--- src/common/mem_cfg_pkg.sv ---
// memory port configuration
// channel widths, requester indices and their ID prefix codes

`default_nettype none

package mem_cfg_pkg;

  // ------------------------------
  // requesters
  // ------------------------------
  localparam int unsigned NUM_SRC   = 3;
  localparam int unsigned SRC_IDX_W = 2;

  localparam logic [SRC_IDX_W-1:0] SRC_ICACHE = 2'd0;
  localparam logic [SRC_IDX_W-1:0] SRC_BYPASS = 2'd1;
  localparam logic [SRC_IDX_W-1:0] SRC_DCACHE = 2'd2;

  // ------------------------------
  // channel widths
  // ------------------------------
  localparam int unsigned ADDR_W = 32;
  localparam int unsigned DATA_W = 32;
  localparam int unsigned STRB_W = DATA_W / 8;
  // burst length, beats minus one
  localparam int unsigned LEN_W  = 4;
  localparam int unsigned TAG_W  = 2;
  localparam int unsigned ID_W   = 4;
  // source code sits above the tag
  localparam int unsigned CODE_W = ID_W - TAG_W;

  // ID prefix per source index, index 0 in the low slot
  localparam logic [NUM_SRC-1:0][CODE_W-1:0] SRC_CODE = {2'b11, 2'b10, 2'b00};

  // write ownership FIFO
  localparam int unsigned WFIFO_DEPTH = 4;

endpackage

`default_nettype wire

--- src/common/mem_types_pkg.sv ---
// response payload types
// one data word, read as data on reads and as a response code on writes

`default_nettype none

package mem_types_pkg;

  localparam int unsigned RESP_W = 2;

  typedef logic [RESP_W-1:0] resp_code_t;

  localparam resp_code_t RESP_OKAY   = 2'b00;
  localparam resp_code_t RESP_SLVERR = 2'b10;
  localparam resp_code_t RESP_DECERR = 2'b11;

  // write view, code in the low bits
  typedef struct packed {
    logic [mem_cfg_pkg::DATA_W-RESP_W-1:0] rsvd;
    resp_code_t                            code;
  } rsp_wr_view_t;

  typedef union packed {
    logic [mem_cfg_pkg::DATA_W-1:0] rdata;
    rsp_wr_view_t                   wr;
  } rsp_payload_u;

endpackage

`default_nettype wire

--- src/common/w_route_if.sv ---
// write route link
// carries write ownership from the request arbiter through the
// owner FIFO to the write data mux

`timescale 1ns/1ps
`default_nettype none

interface w_route_if;
  import mem_cfg_pkg::*;

  // producer side
  logic                 push;
  logic [SRC_IDX_W-1:0] push_src;
  logic                 full;

  // consumer side
  logic [SRC_IDX_W-1:0] head_src;
  logic                 head_valid;
  logic                 pop;

  modport arb (
    output push,
    output push_src,
    input  full
  );

  modport fifo (
    input  push,
    input  push_src,
    output full,
    output head_src,
    output head_valid,
    input  pop
  );

  modport mux (
    input  head_src,
    input  head_valid,
    output pop
  );

endinterface

`default_nettype wire

--- src/hdl/mem_port_arbiter.sv ---
// memory-side port of the cache subsystem
// icache, bypass and dcache share one request, write data and
// response channel

`timescale 1ns/1ps
`default_nettype none

module mem_port_arbiter (
  input  logic                                                    clk_i,
  input  logic                                                    arst_n_i,
  // source requests
  input  logic [mem_cfg_pkg::NUM_SRC-1:0]                         src_req_valid_i,
  output logic [mem_cfg_pkg::NUM_SRC-1:0]                         src_req_ready_o,
  input  logic [mem_cfg_pkg::NUM_SRC-1:0][mem_cfg_pkg::ADDR_W-1:0] src_req_addr_i,
  input  logic [mem_cfg_pkg::NUM_SRC-1:0][mem_cfg_pkg::TAG_W-1:0]  src_req_tag_i,
  input  logic [mem_cfg_pkg::NUM_SRC-1:0]                         src_req_write_i,
  input  logic [mem_cfg_pkg::NUM_SRC-1:0][mem_cfg_pkg::LEN_W-1:0]  src_req_len_i,
  // source write data
  input  logic [mem_cfg_pkg::NUM_SRC-1:0]                         src_w_valid_i,
  output logic [mem_cfg_pkg::NUM_SRC-1:0]                         src_w_ready_o,
  input  logic [mem_cfg_pkg::NUM_SRC-1:0][mem_cfg_pkg::DATA_W-1:0] src_w_data_i,
  input  logic [mem_cfg_pkg::NUM_SRC-1:0][mem_cfg_pkg::STRB_W-1:0] src_w_strb_i,
  input  logic [mem_cfg_pkg::NUM_SRC-1:0]                         src_w_last_i,
  // source responses
  output logic [mem_cfg_pkg::NUM_SRC-1:0]                         src_rsp_valid_o,
  input  logic [mem_cfg_pkg::NUM_SRC-1:0]                         src_rsp_ready_i,
  output logic [mem_cfg_pkg::NUM_SRC-1:0][mem_cfg_pkg::TAG_W-1:0]  src_rsp_tag_o,
  output logic [mem_cfg_pkg::NUM_SRC-1:0]                         src_rsp_write_o,
  output logic [mem_cfg_pkg::NUM_SRC-1:0][mem_cfg_pkg::DATA_W-1:0] src_rsp_rdata_o,
  output logic [mem_cfg_pkg::NUM_SRC-1:0]                         src_rsp_err_o,
  output logic [mem_cfg_pkg::NUM_SRC-1:0]                         src_rsp_last_o,
  // memory request
  output logic                                                    mem_req_valid_o,
  input  logic                                                    mem_req_ready_i,
  output logic [mem_cfg_pkg::ADDR_W-1:0]                          mem_req_addr_o,
  output logic [mem_cfg_pkg::ID_W-1:0]                            mem_req_id_o,
  output logic                                                    mem_req_write_o,
  output logic [mem_cfg_pkg::LEN_W-1:0]                           mem_req_len_o,
  // memory write data
  output logic                                                    mem_w_valid_o,
  input  logic                                                    mem_w_ready_i,
  output logic [mem_cfg_pkg::DATA_W-1:0]                          mem_w_data_o,
  output logic [mem_cfg_pkg::STRB_W-1:0]                          mem_w_strb_o,
  output logic                                                    mem_w_last_o,
  // memory response
  input  logic                                                    mem_rsp_valid_i,
  output logic                                                    mem_rsp_ready_o,
  input  logic [mem_cfg_pkg::ID_W-1:0]                            mem_rsp_id_i,
  input  logic                                                    mem_rsp_write_i,
  input  mem_types_pkg::rsp_payload_u                             mem_rsp_payload_i,
  input  logic                                                    mem_rsp_last_i
);

  // write ownership link
  w_route_if w_route ();

  req_arbiter u_req_arbiter (
    .clk_i           (clk_i),
    .arst_n_i        (arst_n_i),
    .src_req_valid_i (src_req_valid_i),
    .src_req_ready_o (src_req_ready_o),
    .src_req_addr_i  (src_req_addr_i),
    .src_req_tag_i   (src_req_tag_i),
    .src_req_write_i (src_req_write_i),
    .src_req_len_i   (src_req_len_i),
    .mem_req_valid_o (mem_req_valid_o),
    .mem_req_ready_i (mem_req_ready_i),
    .mem_req_addr_o  (mem_req_addr_o),
    .mem_req_id_o    (mem_req_id_o),
    .mem_req_write_o (mem_req_write_o),
    .mem_req_len_o   (mem_req_len_o),
    .route           (w_route.arb)
  );

  w_route_fifo u_w_route_fifo (
    .clk_i    (clk_i),
    .arst_n_i (arst_n_i),
    .route    (w_route.fifo)
  );

  w_data_mux u_w_data_mux (
    .src_w_valid_i (src_w_valid_i),
    .src_w_ready_o (src_w_ready_o),
    .src_w_data_i  (src_w_data_i),
    .src_w_strb_i  (src_w_strb_i),
    .src_w_last_i  (src_w_last_i),
    .mem_w_valid_o (mem_w_valid_o),
    .mem_w_ready_i (mem_w_ready_i),
    .mem_w_data_o  (mem_w_data_o),
    .mem_w_strb_o  (mem_w_strb_o),
    .mem_w_last_o  (mem_w_last_o),
    .route         (w_route.mux)
  );

  rsp_router u_rsp_router (
    .mem_rsp_valid_i   (mem_rsp_valid_i),
    .mem_rsp_ready_o   (mem_rsp_ready_o),
    .mem_rsp_id_i      (mem_rsp_id_i),
    .mem_rsp_write_i   (mem_rsp_write_i),
    .mem_rsp_payload_i (mem_rsp_payload_i),
    .mem_rsp_last_i    (mem_rsp_last_i),
    .src_rsp_valid_o   (src_rsp_valid_o),
    .src_rsp_ready_i   (src_rsp_ready_i),
    .src_rsp_tag_o     (src_rsp_tag_o),
    .src_rsp_write_o   (src_rsp_write_o),
    .src_rsp_rdata_o   (src_rsp_rdata_o),
    .src_rsp_err_o     (src_rsp_err_o),
    .src_rsp_last_o    (src_rsp_last_o)
  );

endmodule

`default_nettype wire

--- src/hdl/req_arbiter.sv ---
// round-robin request arbiter
// merges the three request channels onto one, tags the ID with the
// source code and records the owner of every accepted write

`timescale 1ns/1ps
`default_nettype none

module req_arbiter (
  input  logic                                                   clk_i,
  input  logic                                                   arst_n_i,
  input  logic [mem_cfg_pkg::NUM_SRC-1:0]                        src_req_valid_i,
  output logic [mem_cfg_pkg::NUM_SRC-1:0]                        src_req_ready_o,
  input  logic [mem_cfg_pkg::NUM_SRC-1:0][mem_cfg_pkg::ADDR_W-1:0] src_req_addr_i,
  input  logic [mem_cfg_pkg::NUM_SRC-1:0][mem_cfg_pkg::TAG_W-1:0]  src_req_tag_i,
  input  logic [mem_cfg_pkg::NUM_SRC-1:0]                        src_req_write_i,
  input  logic [mem_cfg_pkg::NUM_SRC-1:0][mem_cfg_pkg::LEN_W-1:0]  src_req_len_i,
  output logic                                                   mem_req_valid_o,
  input  logic                                                   mem_req_ready_i,
  output logic [mem_cfg_pkg::ADDR_W-1:0]                         mem_req_addr_o,
  output logic [mem_cfg_pkg::ID_W-1:0]                           mem_req_id_o,
  output logic                                                   mem_req_write_o,
  output logic [mem_cfg_pkg::LEN_W-1:0]                          mem_req_len_o,
  w_route_if.arb                                                 route
);
  import mem_cfg_pkg::*;

  logic [NUM_SRC-1:0]   eligible;
  logic [SRC_IDX_W-1:0] rr_ptr_q;
  logic [SRC_IDX_W-1:0] lock_src_q;
  logic                 lock_q;
  logic [SRC_IDX_W-1:0] pick_src;
  logic                 pick_valid;
  logic [SRC_IDX_W-1:0] grant_src;
  logic                 req_fire;

  function automatic logic [SRC_IDX_W-1:0] next_src(input logic [SRC_IDX_W-1:0] src);
    if (src == SRC_IDX_W'(NUM_SRC - 1)) begin
      return '0;
    end
    return src + 1'b1;
  endfunction

  // writes wait while the owner FIFO has no room, reads never do
  assign eligible = src_req_valid_i & (~src_req_write_i | {NUM_SRC{~route.full}});

  // ------------------------------
  // round-robin pick
  // ------------------------------
  always_comb begin
    int unsigned idx;
    pick_valid = 1'b0;
    pick_src   = rr_ptr_q;
    for (int unsigned k = 0; k < NUM_SRC; k++) begin
      idx = rr_ptr_q + k;
      if (idx >= NUM_SRC) begin
        idx = idx - NUM_SRC;
      end
      if (!pick_valid && eligible[idx]) begin
        pick_valid = 1'b1;
        pick_src   = SRC_IDX_W'(idx);
      end
    end
  end

  // a stalled grant stays put so the payload is stable
  assign grant_src       = lock_q ? lock_src_q : pick_src;
  assign mem_req_valid_o = lock_q ? eligible[lock_src_q] : pick_valid;
  assign req_fire        = mem_req_valid_o & mem_req_ready_i;

  assign mem_req_addr_o  = src_req_addr_i[grant_src];
  assign mem_req_id_o    = {SRC_CODE[grant_src], src_req_tag_i[grant_src]};
  assign mem_req_write_o = src_req_write_i[grant_src];
  assign mem_req_len_o   = src_req_len_i[grant_src];

  always_comb begin
    for (int i = 0; i < NUM_SRC; i++) begin
      src_req_ready_o[i] = req_fire & (grant_src == SRC_IDX_W'(i));
    end
  end

  // record owner of each accepted write
  assign route.push     = req_fire & mem_req_write_o;
  assign route.push_src = grant_src;

  // ------------------------------
  // pointer and lock
  // ------------------------------
  always_ff @(posedge clk_i or negedge arst_n_i) begin
    if (!arst_n_i) begin
      rr_ptr_q   <= '0;
      lock_q     <= 1'b0;
      lock_src_q <= '0;
    end else begin
      lock_q <= mem_req_valid_o & ~mem_req_ready_i;
      if (mem_req_valid_o) begin
        lock_src_q <= grant_src;
      end
      // next search starts after the source just served
      if (req_fire) begin
        rr_ptr_q <= next_src(grant_src);
      end
    end
  end

endmodule

`default_nettype wire

--- src/hdl/rsp_router.sv ---
// response router
// steers the shared response channel to one source by ID prefix and
// decodes the payload, unmapped prefixes are swallowed

`timescale 1ns/1ps
`default_nettype none

module rsp_router (
  input  logic                                                  mem_rsp_valid_i,
  output logic                                                  mem_rsp_ready_o,
  input  logic [mem_cfg_pkg::ID_W-1:0]                          mem_rsp_id_i,
  input  logic                                                  mem_rsp_write_i,
  input  mem_types_pkg::rsp_payload_u                           mem_rsp_payload_i,
  input  logic                                                  mem_rsp_last_i,
  output logic [mem_cfg_pkg::NUM_SRC-1:0]                       src_rsp_valid_o,
  input  logic [mem_cfg_pkg::NUM_SRC-1:0]                       src_rsp_ready_i,
  output logic [mem_cfg_pkg::NUM_SRC-1:0][mem_cfg_pkg::TAG_W-1:0]  src_rsp_tag_o,
  output logic [mem_cfg_pkg::NUM_SRC-1:0]                       src_rsp_write_o,
  output logic [mem_cfg_pkg::NUM_SRC-1:0][mem_cfg_pkg::DATA_W-1:0] src_rsp_rdata_o,
  output logic [mem_cfg_pkg::NUM_SRC-1:0]                       src_rsp_err_o,
  output logic [mem_cfg_pkg::NUM_SRC-1:0]                       src_rsp_last_o
);
  import mem_cfg_pkg::*;
  import mem_types_pkg::*;

  logic [CODE_W-1:0]    code;
  logic [SRC_IDX_W-1:0] sel;
  logic                 hit;

  assign code = mem_rsp_id_i[ID_W-1 -: CODE_W];

  // prefix to source index
  always_comb begin
    hit = 1'b1;
    sel = SRC_ICACHE;
    case (code)
      SRC_CODE[SRC_ICACHE]: sel = SRC_ICACHE;
      SRC_CODE[SRC_BYPASS]: sel = SRC_BYPASS;
      SRC_CODE[SRC_DCACHE]: sel = SRC_DCACHE;
      default:              hit = 1'b0;
    endcase
  end

  // ------------------------------
  // per source outputs
  // ------------------------------
  always_comb begin
    for (int i = 0; i < NUM_SRC; i++) begin
      src_rsp_valid_o[i] = mem_rsp_valid_i & hit & (sel == SRC_IDX_W'(i));
      src_rsp_tag_o[i]   = mem_rsp_id_i[TAG_W-1:0];
      src_rsp_write_o[i] = mem_rsp_write_i;
      src_rsp_rdata_o[i] = mem_rsp_write_i ? '0 : mem_rsp_payload_i.rdata;
      // reads carry no error
      src_rsp_err_o[i]   = mem_rsp_write_i & (mem_rsp_payload_i.wr.code != RESP_OKAY);
      src_rsp_last_o[i]  = mem_rsp_last_i;
    end
  end

  // unknown prefix is accepted and dropped
  assign mem_rsp_ready_o = hit ? src_rsp_ready_i[sel] : 1'b1;

endmodule

`default_nettype wire

--- src/hdl/w_data_mux.sv ---
// write data mux
// forwards the beats of the source that owns the oldest open write,
// the memory port carries no write ID on data

`timescale 1ns/1ps
`default_nettype none

module w_data_mux (
  input  logic [mem_cfg_pkg::NUM_SRC-1:0]                         src_w_valid_i,
  output logic [mem_cfg_pkg::NUM_SRC-1:0]                         src_w_ready_o,
  input  logic [mem_cfg_pkg::NUM_SRC-1:0][mem_cfg_pkg::DATA_W-1:0] src_w_data_i,
  input  logic [mem_cfg_pkg::NUM_SRC-1:0][mem_cfg_pkg::STRB_W-1:0] src_w_strb_i,
  input  logic [mem_cfg_pkg::NUM_SRC-1:0]                         src_w_last_i,
  output logic                                                    mem_w_valid_o,
  input  logic                                                    mem_w_ready_i,
  output logic [mem_cfg_pkg::DATA_W-1:0]                          mem_w_data_o,
  output logic [mem_cfg_pkg::STRB_W-1:0]                          mem_w_strb_o,
  output logic                                                    mem_w_last_o,
  w_route_if.mux                                                  route
);
  import mem_cfg_pkg::*;

  logic [SRC_IDX_W-1:0] sel;
  logic                 beat_fire;

  assign sel = route.head_src;

  // ------------------------------
  // beat forwarding
  // ------------------------------
  // nothing moves without an owner at the head
  assign mem_w_valid_o = route.head_valid & src_w_valid_i[sel];
  assign mem_w_data_o  = src_w_data_i[sel];
  assign mem_w_strb_o  = src_w_strb_i[sel];
  assign mem_w_last_o  = src_w_last_i[sel];

  always_comb begin
    for (int i = 0; i < NUM_SRC; i++) begin
      src_w_ready_o[i] = route.head_valid & mem_w_ready_i & (sel == SRC_IDX_W'(i));
    end
  end

  // last beat closes the write and frees its owner entry
  assign beat_fire = mem_w_valid_o & mem_w_ready_i;
  assign route.pop = beat_fire & mem_w_last_o;

endmodule

`default_nettype wire

--- src/hdl/w_route_fifo.sv ---
// write owner FIFO
// fall-through circular buffer of source indices, one entry per
// accepted write, released by the last beat of that write

`timescale 1ns/1ps
`default_nettype none

module w_route_fifo (
  input  logic    clk_i,
  input  logic    arst_n_i,
  w_route_if.fifo route
);
  import mem_cfg_pkg::*;

  localparam int unsigned PTR_W = $clog2(WFIFO_DEPTH);
  localparam int unsigned CNT_W = $clog2(WFIFO_DEPTH + 1);

  logic [SRC_IDX_W-1:0] mem_q [WFIFO_DEPTH];
  logic [PTR_W-1:0]     wr_ptr_q;
  logic [PTR_W-1:0]     rd_ptr_q;
  logic [CNT_W-1:0]     cnt_q;
  logic                 empty;
  logic                 wr_en;
  logic                 rd_en;

  function automatic logic [PTR_W-1:0] next_ptr(input logic [PTR_W-1:0] ptr);
    if (ptr == PTR_W'(WFIFO_DEPTH - 1)) begin
      return '0;
    end
    return ptr + 1'b1;
  endfunction

  assign empty      = (cnt_q == '0);
  assign route.full = (cnt_q == CNT_W'(WFIFO_DEPTH));

  // empty FIFO shows the incoming push straight away
  assign route.head_valid = ~empty | route.push;
  assign route.head_src   = empty ? route.push_src : mem_q[rd_ptr_q];

  // push and pop on an empty FIFO pass through without storing
  assign wr_en = route.push & ~route.full & ~(empty & route.pop);
  assign rd_en = route.pop & ~empty;

  always_ff @(posedge clk_i) begin
    if (wr_en) begin
      mem_q[wr_ptr_q] <= route.push_src;
    end
  end

  always_ff @(posedge clk_i or negedge arst_n_i) begin
    if (!arst_n_i) begin
      wr_ptr_q <= '0;
      rd_ptr_q <= '0;
      cnt_q    <= '0;
    end else begin
      if (wr_en) begin
        wr_ptr_q <= next_ptr(wr_ptr_q);
      end
      if (rd_en) begin
        rd_ptr_q <= next_ptr(rd_ptr_q);
      end
      if (wr_en && !rd_en) begin
        cnt_q <= cnt_q + 1'b1;
      end else if (rd_en && !wr_en) begin
        cnt_q <= cnt_q - 1'b1;
      end
    end
  end

endmodule

`default_nettype wire

--- config.mk ---
export PLATFORM = sky130hd
export DESIGN_NAME = mem_port_arbiter
export DESIGN_NICKNAME = d
export VERILOG_FILES = /design/src/common/mem_cfg_pkg.sv /design/src/common/mem_types_pkg.sv /design/src/common/w_route_if.sv /design/src/hdl/mem_port_arbiter.sv /design/src/hdl/req_arbiter.sv /design/src/hdl/rsp_router.sv /design/src/hdl/w_data_mux.sv /design/src/hdl/w_route_fifo.sv
export SDC_FILE = /design/constraint.sdc
export NUM_CORES = 1
export LEC_CHECK = 0
export BUFFER_PORTS_ARGS = -buffer_cell sky130_fd_sc_hd__buf_2
export CAP_MARGIN = 20
export CORE_AREA = 3 3 186 188
export DETAILED_ROUTE_END_ITERATION = 10
export DIE_AREA = 0 0 189 191
export PLACE_DENSITY_LB_ADDON = 0.15
export SLEW_MARGIN = 20
export SYNTH_ARGS = -nofsm -noshare
export SYNTH_HDL_FRONTEND = slang
export SYNTH_SLANG_ARGS = --single-unit
--- constraint.sdc ---
create_clock -name clk_i -period 3.95 [get_ports clk_i]
set_input_delay 0.395 -clock clk_i [delete_from_list [all_inputs] [get_ports clk_i]]
set_output_delay 0.395 -clock clk_i [all_outputs]
set_load 0.02 [all_outputs]
## After elaboration in Yosys (flattened, before gate mapping)

Memory sizes are Yosys's and may differ from the RTL's.
Cells that the tools add are included.
W data, S select, Z words.

- Input port bits: 280
- Memories: 1
- Logic and storage cells: 144
- Memory bits (writable): 8
- Register bits: 12

Memories:

| name | depth | width | read ports | clocked after memory_dff | write ports | line | RTL |
|---|---|---|---|---|---|---|---|
| u_w_route_fifo.mem_q | 4 | 2 | 1 | 0 | 1 | w_route_fifo.sv:18 | `logic [SRC_IDX_W-1:0] mem_q [WFIFO_DEPTH];` |

- Add/subtract/negate cells: 10
- Order comparisons: 10
- Reduce and logical (&&, ||, !) cells: 16
- Muxes and demuxes: 60
- Bitwise operators: 30
- Equal/unequal tests: 11

Operators by type and width:

| kind | count |
|---|---|
| $mux W32 | 6 |
| $bmux W32 S2 | 2 |
| $lt A32 B3 Y1 const B | 3 |
| $ge A32 B2 Y1 const B | 2 |
| $sub A32 B2 Y32 const B | 2 |
| $mux W2 | 13 |
| $and A1 B1 Y1 | 22 |
| $mux W1 | 22 |
| $bmux W1 S2 | 8 |
| $bmux W4 S2 | 2 |
| $eq A2 B2 Y1 const B | 7 |
| $lt A2 B3 Y1 const B | 4 |
| $bmux W2 S2 | 2 |
| $logic_not A2 Y1 | 4 |
| $mux W4 | 2 |
| $add A2 B1 Y2 const B | 3 |
| $eq A2 B1 Y1 const B | 3 |
| $mux W3 | 2 |
| $logic_and A1 B1 Y1 | 4 |
| $logic_not A1 Y1 | 4 |
| $not A1 Y1 | 4 |
| $pmux W2 S2 | 1 |
| $reduce_bool A2 Y1 | 2 |
| $add A2 B1 Y3 const B | 1 |
| other kinds (12) | 12 |

## Logic depth before layout (Yosys ltp)

- Word-level depth: 28
- Mapped depth: 18
- Depth with buffers taken out: 17

## By module

Synthesis repeated with hierarchy kept, for this count alone.

- Cell total of the unflattened synthesis: 640
- Area total of the unflattened synthesis: 4921.0 sq um

By module, submodules not included:

| module | area each (sq um) | cells each | instances | seq. area each (sq um) |
|---|---|---|---|---|
| req_arbiter | 2307.2 | 318 | 1 | 125.1 |
| w_data_mux | 888.4 | 134 | 1 | 0.0 |
| rsp_router | 873.3 | 121 | 1 | 0.0 |
| w_route_fifo | 852.1 | 67 | 1 | 415.4 |

## Worst setup path before layout

No wires, ideal clock.

- Path kind: reg-to-reg
- Start: register u_req_arbiter.rr_ptr_q[0]
- End: register u_w_route_fifo.cnt_q[1]
- Stages on the path, launching flop included: 17
- Buffers on the path: 1
- Data arrival time: 3.772 ns
- Setup time: 0.125 ns
- Path slack: 0.053 ns
- Path through: dfrtp_1 -> inv_1 -> ha_1 -> clkbuf_1 -> and2_1 -> a22oi_1 -> o221a_2 -> nor3_1 -> o41ai_2 -> mux2i_1 -> o21ai_1 -> and4_1 -> inv_1 -> ha_1 -> inv_1 -> fa_1 -> mux2_2

- Elaborated cells on any way between the ends: 53
- Classes of those cells: add/sub (5); order compare (3); mux (25); bitwise (11); reduce/logical (9)

RTL lines:

| what | line | RTL |
|---|---|---|
| start, declared | req_arbiter.sv:28 | `logic [SRC_IDX_W-1:0] rr_ptr_q;` |
| start signal, assigned | req_arbiter.sv:100 | `rr_ptr_q <= next_src(grant_src);` |
| branches (longest 10 deep; another with $sub A32 B2 Y32) | n/a |  |
| $mux W2 * | req_arbiter.sv:58 | `if (!pick_valid && eligible[idx]) begin` |
| $mux W2 * | req_arbiter.sv:66 | `assign grant_src = lock_q ? lock_src_q : pick_src;` |
| $mux W2 * | w_route_fifo.sv:38 | `assign route.head_src = empty ? route.push_src : mem_q[rd_ptr_q];` |
| $bmux W1 S2 * | w_data_mux.sv:35 | `assign mem_w_last_o = src_w_last_i[sel];` |
| $mux W1 (implied by the code) * | w_data_mux.sv:35 |  |
| net mem_w_last_o | mem_port_arbiter.sv:44 | `output logic mem_w_last_o,` |
| $and A1 B1 Y1 * | w_data_mux.sv:45 | `assign route.pop = beat_fire & mem_w_last_o;` |
| $and A1 B1 Y1 | w_route_fifo.sv:41 | `assign wr_en = route.push & ~route.full & ~(empty & route.pop);` |
| $not A1 Y1 | w_route_fifo.sv:41 |  |
| $and A1 B1 Y1 | w_route_fifo.sv:41 |  |
| $logic_not A1 Y1 | w_route_fifo.sv:64 | `end else if (rd_en && !wr_en) begin` |
| $logic_and A1 B1 Y1 | w_route_fifo.sv:64 |  |
| $reduce_bool A2 Y1 (no source line) | n/a |  |
| end signal, assigned | w_route_fifo.sv:63 | `cnt_q <= cnt_q + 1'b1;` |
| end signal, assigned | w_route_fifo.sv:65 | `cnt_q <= cnt_q - 1'b1;` |
| end, declared | w_route_fifo.sv:21 | `logic [CNT_W-1:0] cnt_q;` |

Mark *: on every way through the listed nets, which the timed path passes. The select of a mux whose other input is x is not followed.
A chain may end at the register's enable or synchronous reset.

## Worst setup path after layout

- Start: register u_req_arbiter.rr_ptr_q[1]
- End: register u_w_route_fifo.cnt_q[2]

- Longest elaborated chain between the ends: 25
- Elaborated cells on any way between the ends: 53
- Classes of those cells: add/sub (5); order compare (3); mux (25); bitwise (11); reduce/logical (9)

RTL lines:

| what |
|---|
| branches (longest 25 deep; another with $sub A32 B2 Y32) |

Parallel ways; which one is timed is not known. The select of a mux whose other input is x is not followed.

==> results.py <==
metrics = {
    "worst_setup_path": {
        "slowest_delay_ps": 430,
        "endpoint_kind": "flop",
        "cp_max_fo": 6,
        "slowest_stage": "dfrtp_1",
        "cp_cell_sequence": "ha_4, buf_4, nor2_2, buf_4, a221oi_1, a22o_1, buf_4, o41ai_4, and3_1, a221o_1, and4_1, inv_1, ha_2, inv_1, fa_1, xor2_1, nor2_1, xor2_1",
        "critPathKind": "flop to flop",
        "crit_path_start_kind": "flop",
        "critical_path_arrival_ps": 3940,
        "worstPathRequired_ps": 4120,
        "cp_common_cell": "buf_4",
    },
    "clocking": {
        "holdBufCountCts": 0,
        "insertion_delay_ps": 250,
        "numCtsBuffers": 3,
        "htreeDepth": 1,
        "cts_num_sinks": 20,
        "cts-root-buf": "clkbuf_16",
        "clk_path_buf_depth": 2,
        "path_clk_slew_ps": 60,
        "cts_tree": "built",
    },
    "drt": {
        "vias": 5281,
        "remaining_drc_errors": 0,
        "routed_wl_um": 21360,
        "first_iter_violations": 178,
        "ant_nets": 0,
        "vias_per_cell": 3.824,
        "wl_per_cell_um": 15.47,
        "drt_first_pass_iters": 4,
    },
    "job": {
        "drv_cap": 0,
    },
    "layout": {
        "drive_gt1_frac": 0.5694,
        "fillers": 3833,
        "nets": 1219,
        "area_growth_pct": 66.70,
        "layout_common_cells": "buf_2 (468), nand2_1 (88), o21ai_0 (79)",
        "final_common_cell": "buf_2",
        "fin_cells": 1381,
    },
    "placed_design": {
        "gp_congestion": 0.8126,
        "dp.cells": 1372,
        "port_buffers": 468,
        "place_ws_ps": 76.57,
        "dp_hpwl_um": 18650,
    },
    "timing": {
        "whs_ps": 37.95,
        "fmax_mhz": 265.5,
        "tightest_slew_ps": 585.0,
        "finalHoldViolCount": 0,
        "fin_ws_ps": 183.1,
        "drv_slew": 0,
        "finalCriticalPeriod_ps": 3767,
        "maxSlewHeadroom": 0.6100,
        "skew_ps": 2.254,
        "period_share": 0.9536,
        "setup_viol": 0,
    },
    "floorplanning": {
        "die-area_sq_um": 36100,
        "rows": 67,
        "die_w_um": 189,
        "die_h_um": 191,
        "num_io_pins": 481,
        "fp.coreArea_sq_um": 33280,
        "initial_utilization": 0.1196,
    },
    "global_route": {
        "met2_usage": 0.2194,
        "antenna_found_initial": 6,
        "grt_pass1_wl_um": 30500,
        "grt_max_degree": 45,
        "grt.met1_usage": 0.1139,
        "grt_pass1_vias": 5189,
        "grtUsageMet3": 0.02916,
        "grt-busiest-layer": "met2",
        "grt_overflow": 0,
        "grt_usage": 0.1086,
    },
    "yosys": {
        "synth_ff_type": "dfrtp_1",
        "synth_seq_area_share": 0.1358,
        "syn_inst": 539,
        "synth_warnings": 0,
        "async_reset_ff_frac": 0.6000,
        "ys_ff_latch": 20,
        "synth_area_per_cell_sq_um": 7.382,
        "synth-edff-count": 8,
        "synth.distinct_cells": 66,
        "netlist_area_sq_um": 3979,
        "syn-num-nets": 828,
    },
    "power": {
        "p_per_area_nw_per_um2": 981.4,
        "p_leak_nw": 3.539,
        "p_total_mw": 6.509,
        "peakVddDrop_mv": 0.4955,
    },
    "status": {
        "status": "completed",
    },
    "worst_hold_path": {
        "hold_path.class": "input pin to asynchronous set/reset pin",
    },
}
[routing by layer]
layer | up-vias | share of wire
met3 | 14 | 0.086
li1 | 2606 | -
met2 | 308 | 0.55
met5 | - | 0.00061
met4 | 2 | 0.0060
met1 | 2351 | 0.36
[state kept, by name, summed over array words and instances, names as in the netlist]
name,cells
u_w_route_fifo.wr_ptr_q,2
u_w_route_fifo.rd_ptr_q,2
u_w_route_fifo.cnt_q,3
u_w_route_fifo.mem_q,8
u_req_arbiter.lock_src_q,2
u_req_arbiter.lock_q,1
u_req_arbiter.rr_ptr_q,2
[cell usage after synthesis, drive strengths merged (3+ instances only)]
master    n  area (sq um)
mux2      6         67.56
nand3     4         20.02
ha        8         100.1
dfrtp    12         300.3
and4      3         26.28
nor3      6         30.03
nand2    89         334.1
a21oi     3         15.01
o21ai    80         400.4
nand4bb   3         33.78
and3      4         25.02
nor2b    34         212.7
buf      92         646.9
nor2     10         37.54
mux2i    77         770.7
clkbuf   21         78.83
and2     10         62.56
a22oi     4         30.03
a31oi     3         18.77
inv      12         45.04
edfxtp    8         240.2
nand4     3         18.77
[critical path, delay by kind of cell (launching register included)]
kind | cells | cell delay, ps
AOI/OAI and AO/OA | 4 | 1020
xor gates and xnor gates | 2 | 300
adders and majority gates | 3 | 850
buffers and inverters | 5 | 530
DFF | 1 | 430
and+or+nand+nor | 4 | 580
[final cells by class]
type	instances	area, sq um	share of cell area
repair buffers	499	2604	0.3926
inverters	12	45.04	0.006791
well taps	448	560.5	0.08451
diodes	4	10.01	0.001509
clock buffers	3	75.07	0.01132
clock inverters	1	30.03	0.004527
flip-flops and latches	20	541.8	0.08168
multi-input cells	394	2766	0.4171
[cell families (layout without fill, tap and decap cells)]
| kind of cell | after synthesis | after routing | synth area share |
|---|---|---|---|
| buffers and inverters | 125 | 515 | 0.1937 |
| adder cells (fa/ha/maj) | 9 | 9 | 0.03019 |
| AND/OR/NAND/NOR | 177 | 177 | 0.2220 |
| flip-flops | 20 | 20 | 0.1358 |
| other | 0 | 4 | 0 |
| AO/OA/AOI/OAI | 119 | 119 | 0.1874 |
| multiplexers | 85 | 85 | 0.2220 |
| XOR/XNOR | 4 | 4 | 0.008807 |
[final timing paths]
path / start / endpoint / slack [ps] / depth (start not counted)
min in group clk_i: mem_req_ready_i / u_req_arbiter.lock_q / 360 / 2
setup / recovery: u_req_arbiter.rr_ptr_q[1] / u_w_route_fifo.cnt_q[2] / 180 / 18
setup reg to reg: u_req_arbiter.rr_ptr_q[1] / u_w_route_fifo.cnt_q[2] / 180 / 18
hold / removal: arst_n_i / u_w_route_fifo.wr_ptr_q[0] / 40 / 1
max in group asynchronous: arst_n_i / u_w_route_fifo.cnt_q[2] / 3630 / 1
hold reg to reg: u_w_route_fifo.wr_ptr_q[1] / u_w_route_fifo.wr_ptr_q[1] / 560 / 1
[per-stage QoR]
step                      utilization  TNS, ps  cell area (sq um)
after floorplan                     -        0               3979
after global placement         0.1932        0               6431
after detailed placement       0.1932        0               6431
after CTS                      0.1969        0               6554
after global routing           0.1993   -7.293               6633
final                          0.1993        0               6633
[report_power, final]
| group | total (mW) | internal (mW) | leakage (nW) | switching (mW) |
|---|---|---|---|---|
| logic | 5.81 | 2.15 | 3.27 | 3.66 |
| registers | 0.420 | 0.324 | 0.218 | 0.0960 |
| clock network | 0.278 | 0.201 | 0.0511 | 0.0775 |
| total | 6.51 | 2.67 | 3.54 | 3.84 |
[repair_timing]
action                     in CTS  in global routing
pin swaps                       1                  1
buffers inserted                1                  0
setup endpoints to repair       1                 32
gates resized for setup         2                 13
No activity file was read; power rests on OpenSTA's default activity.
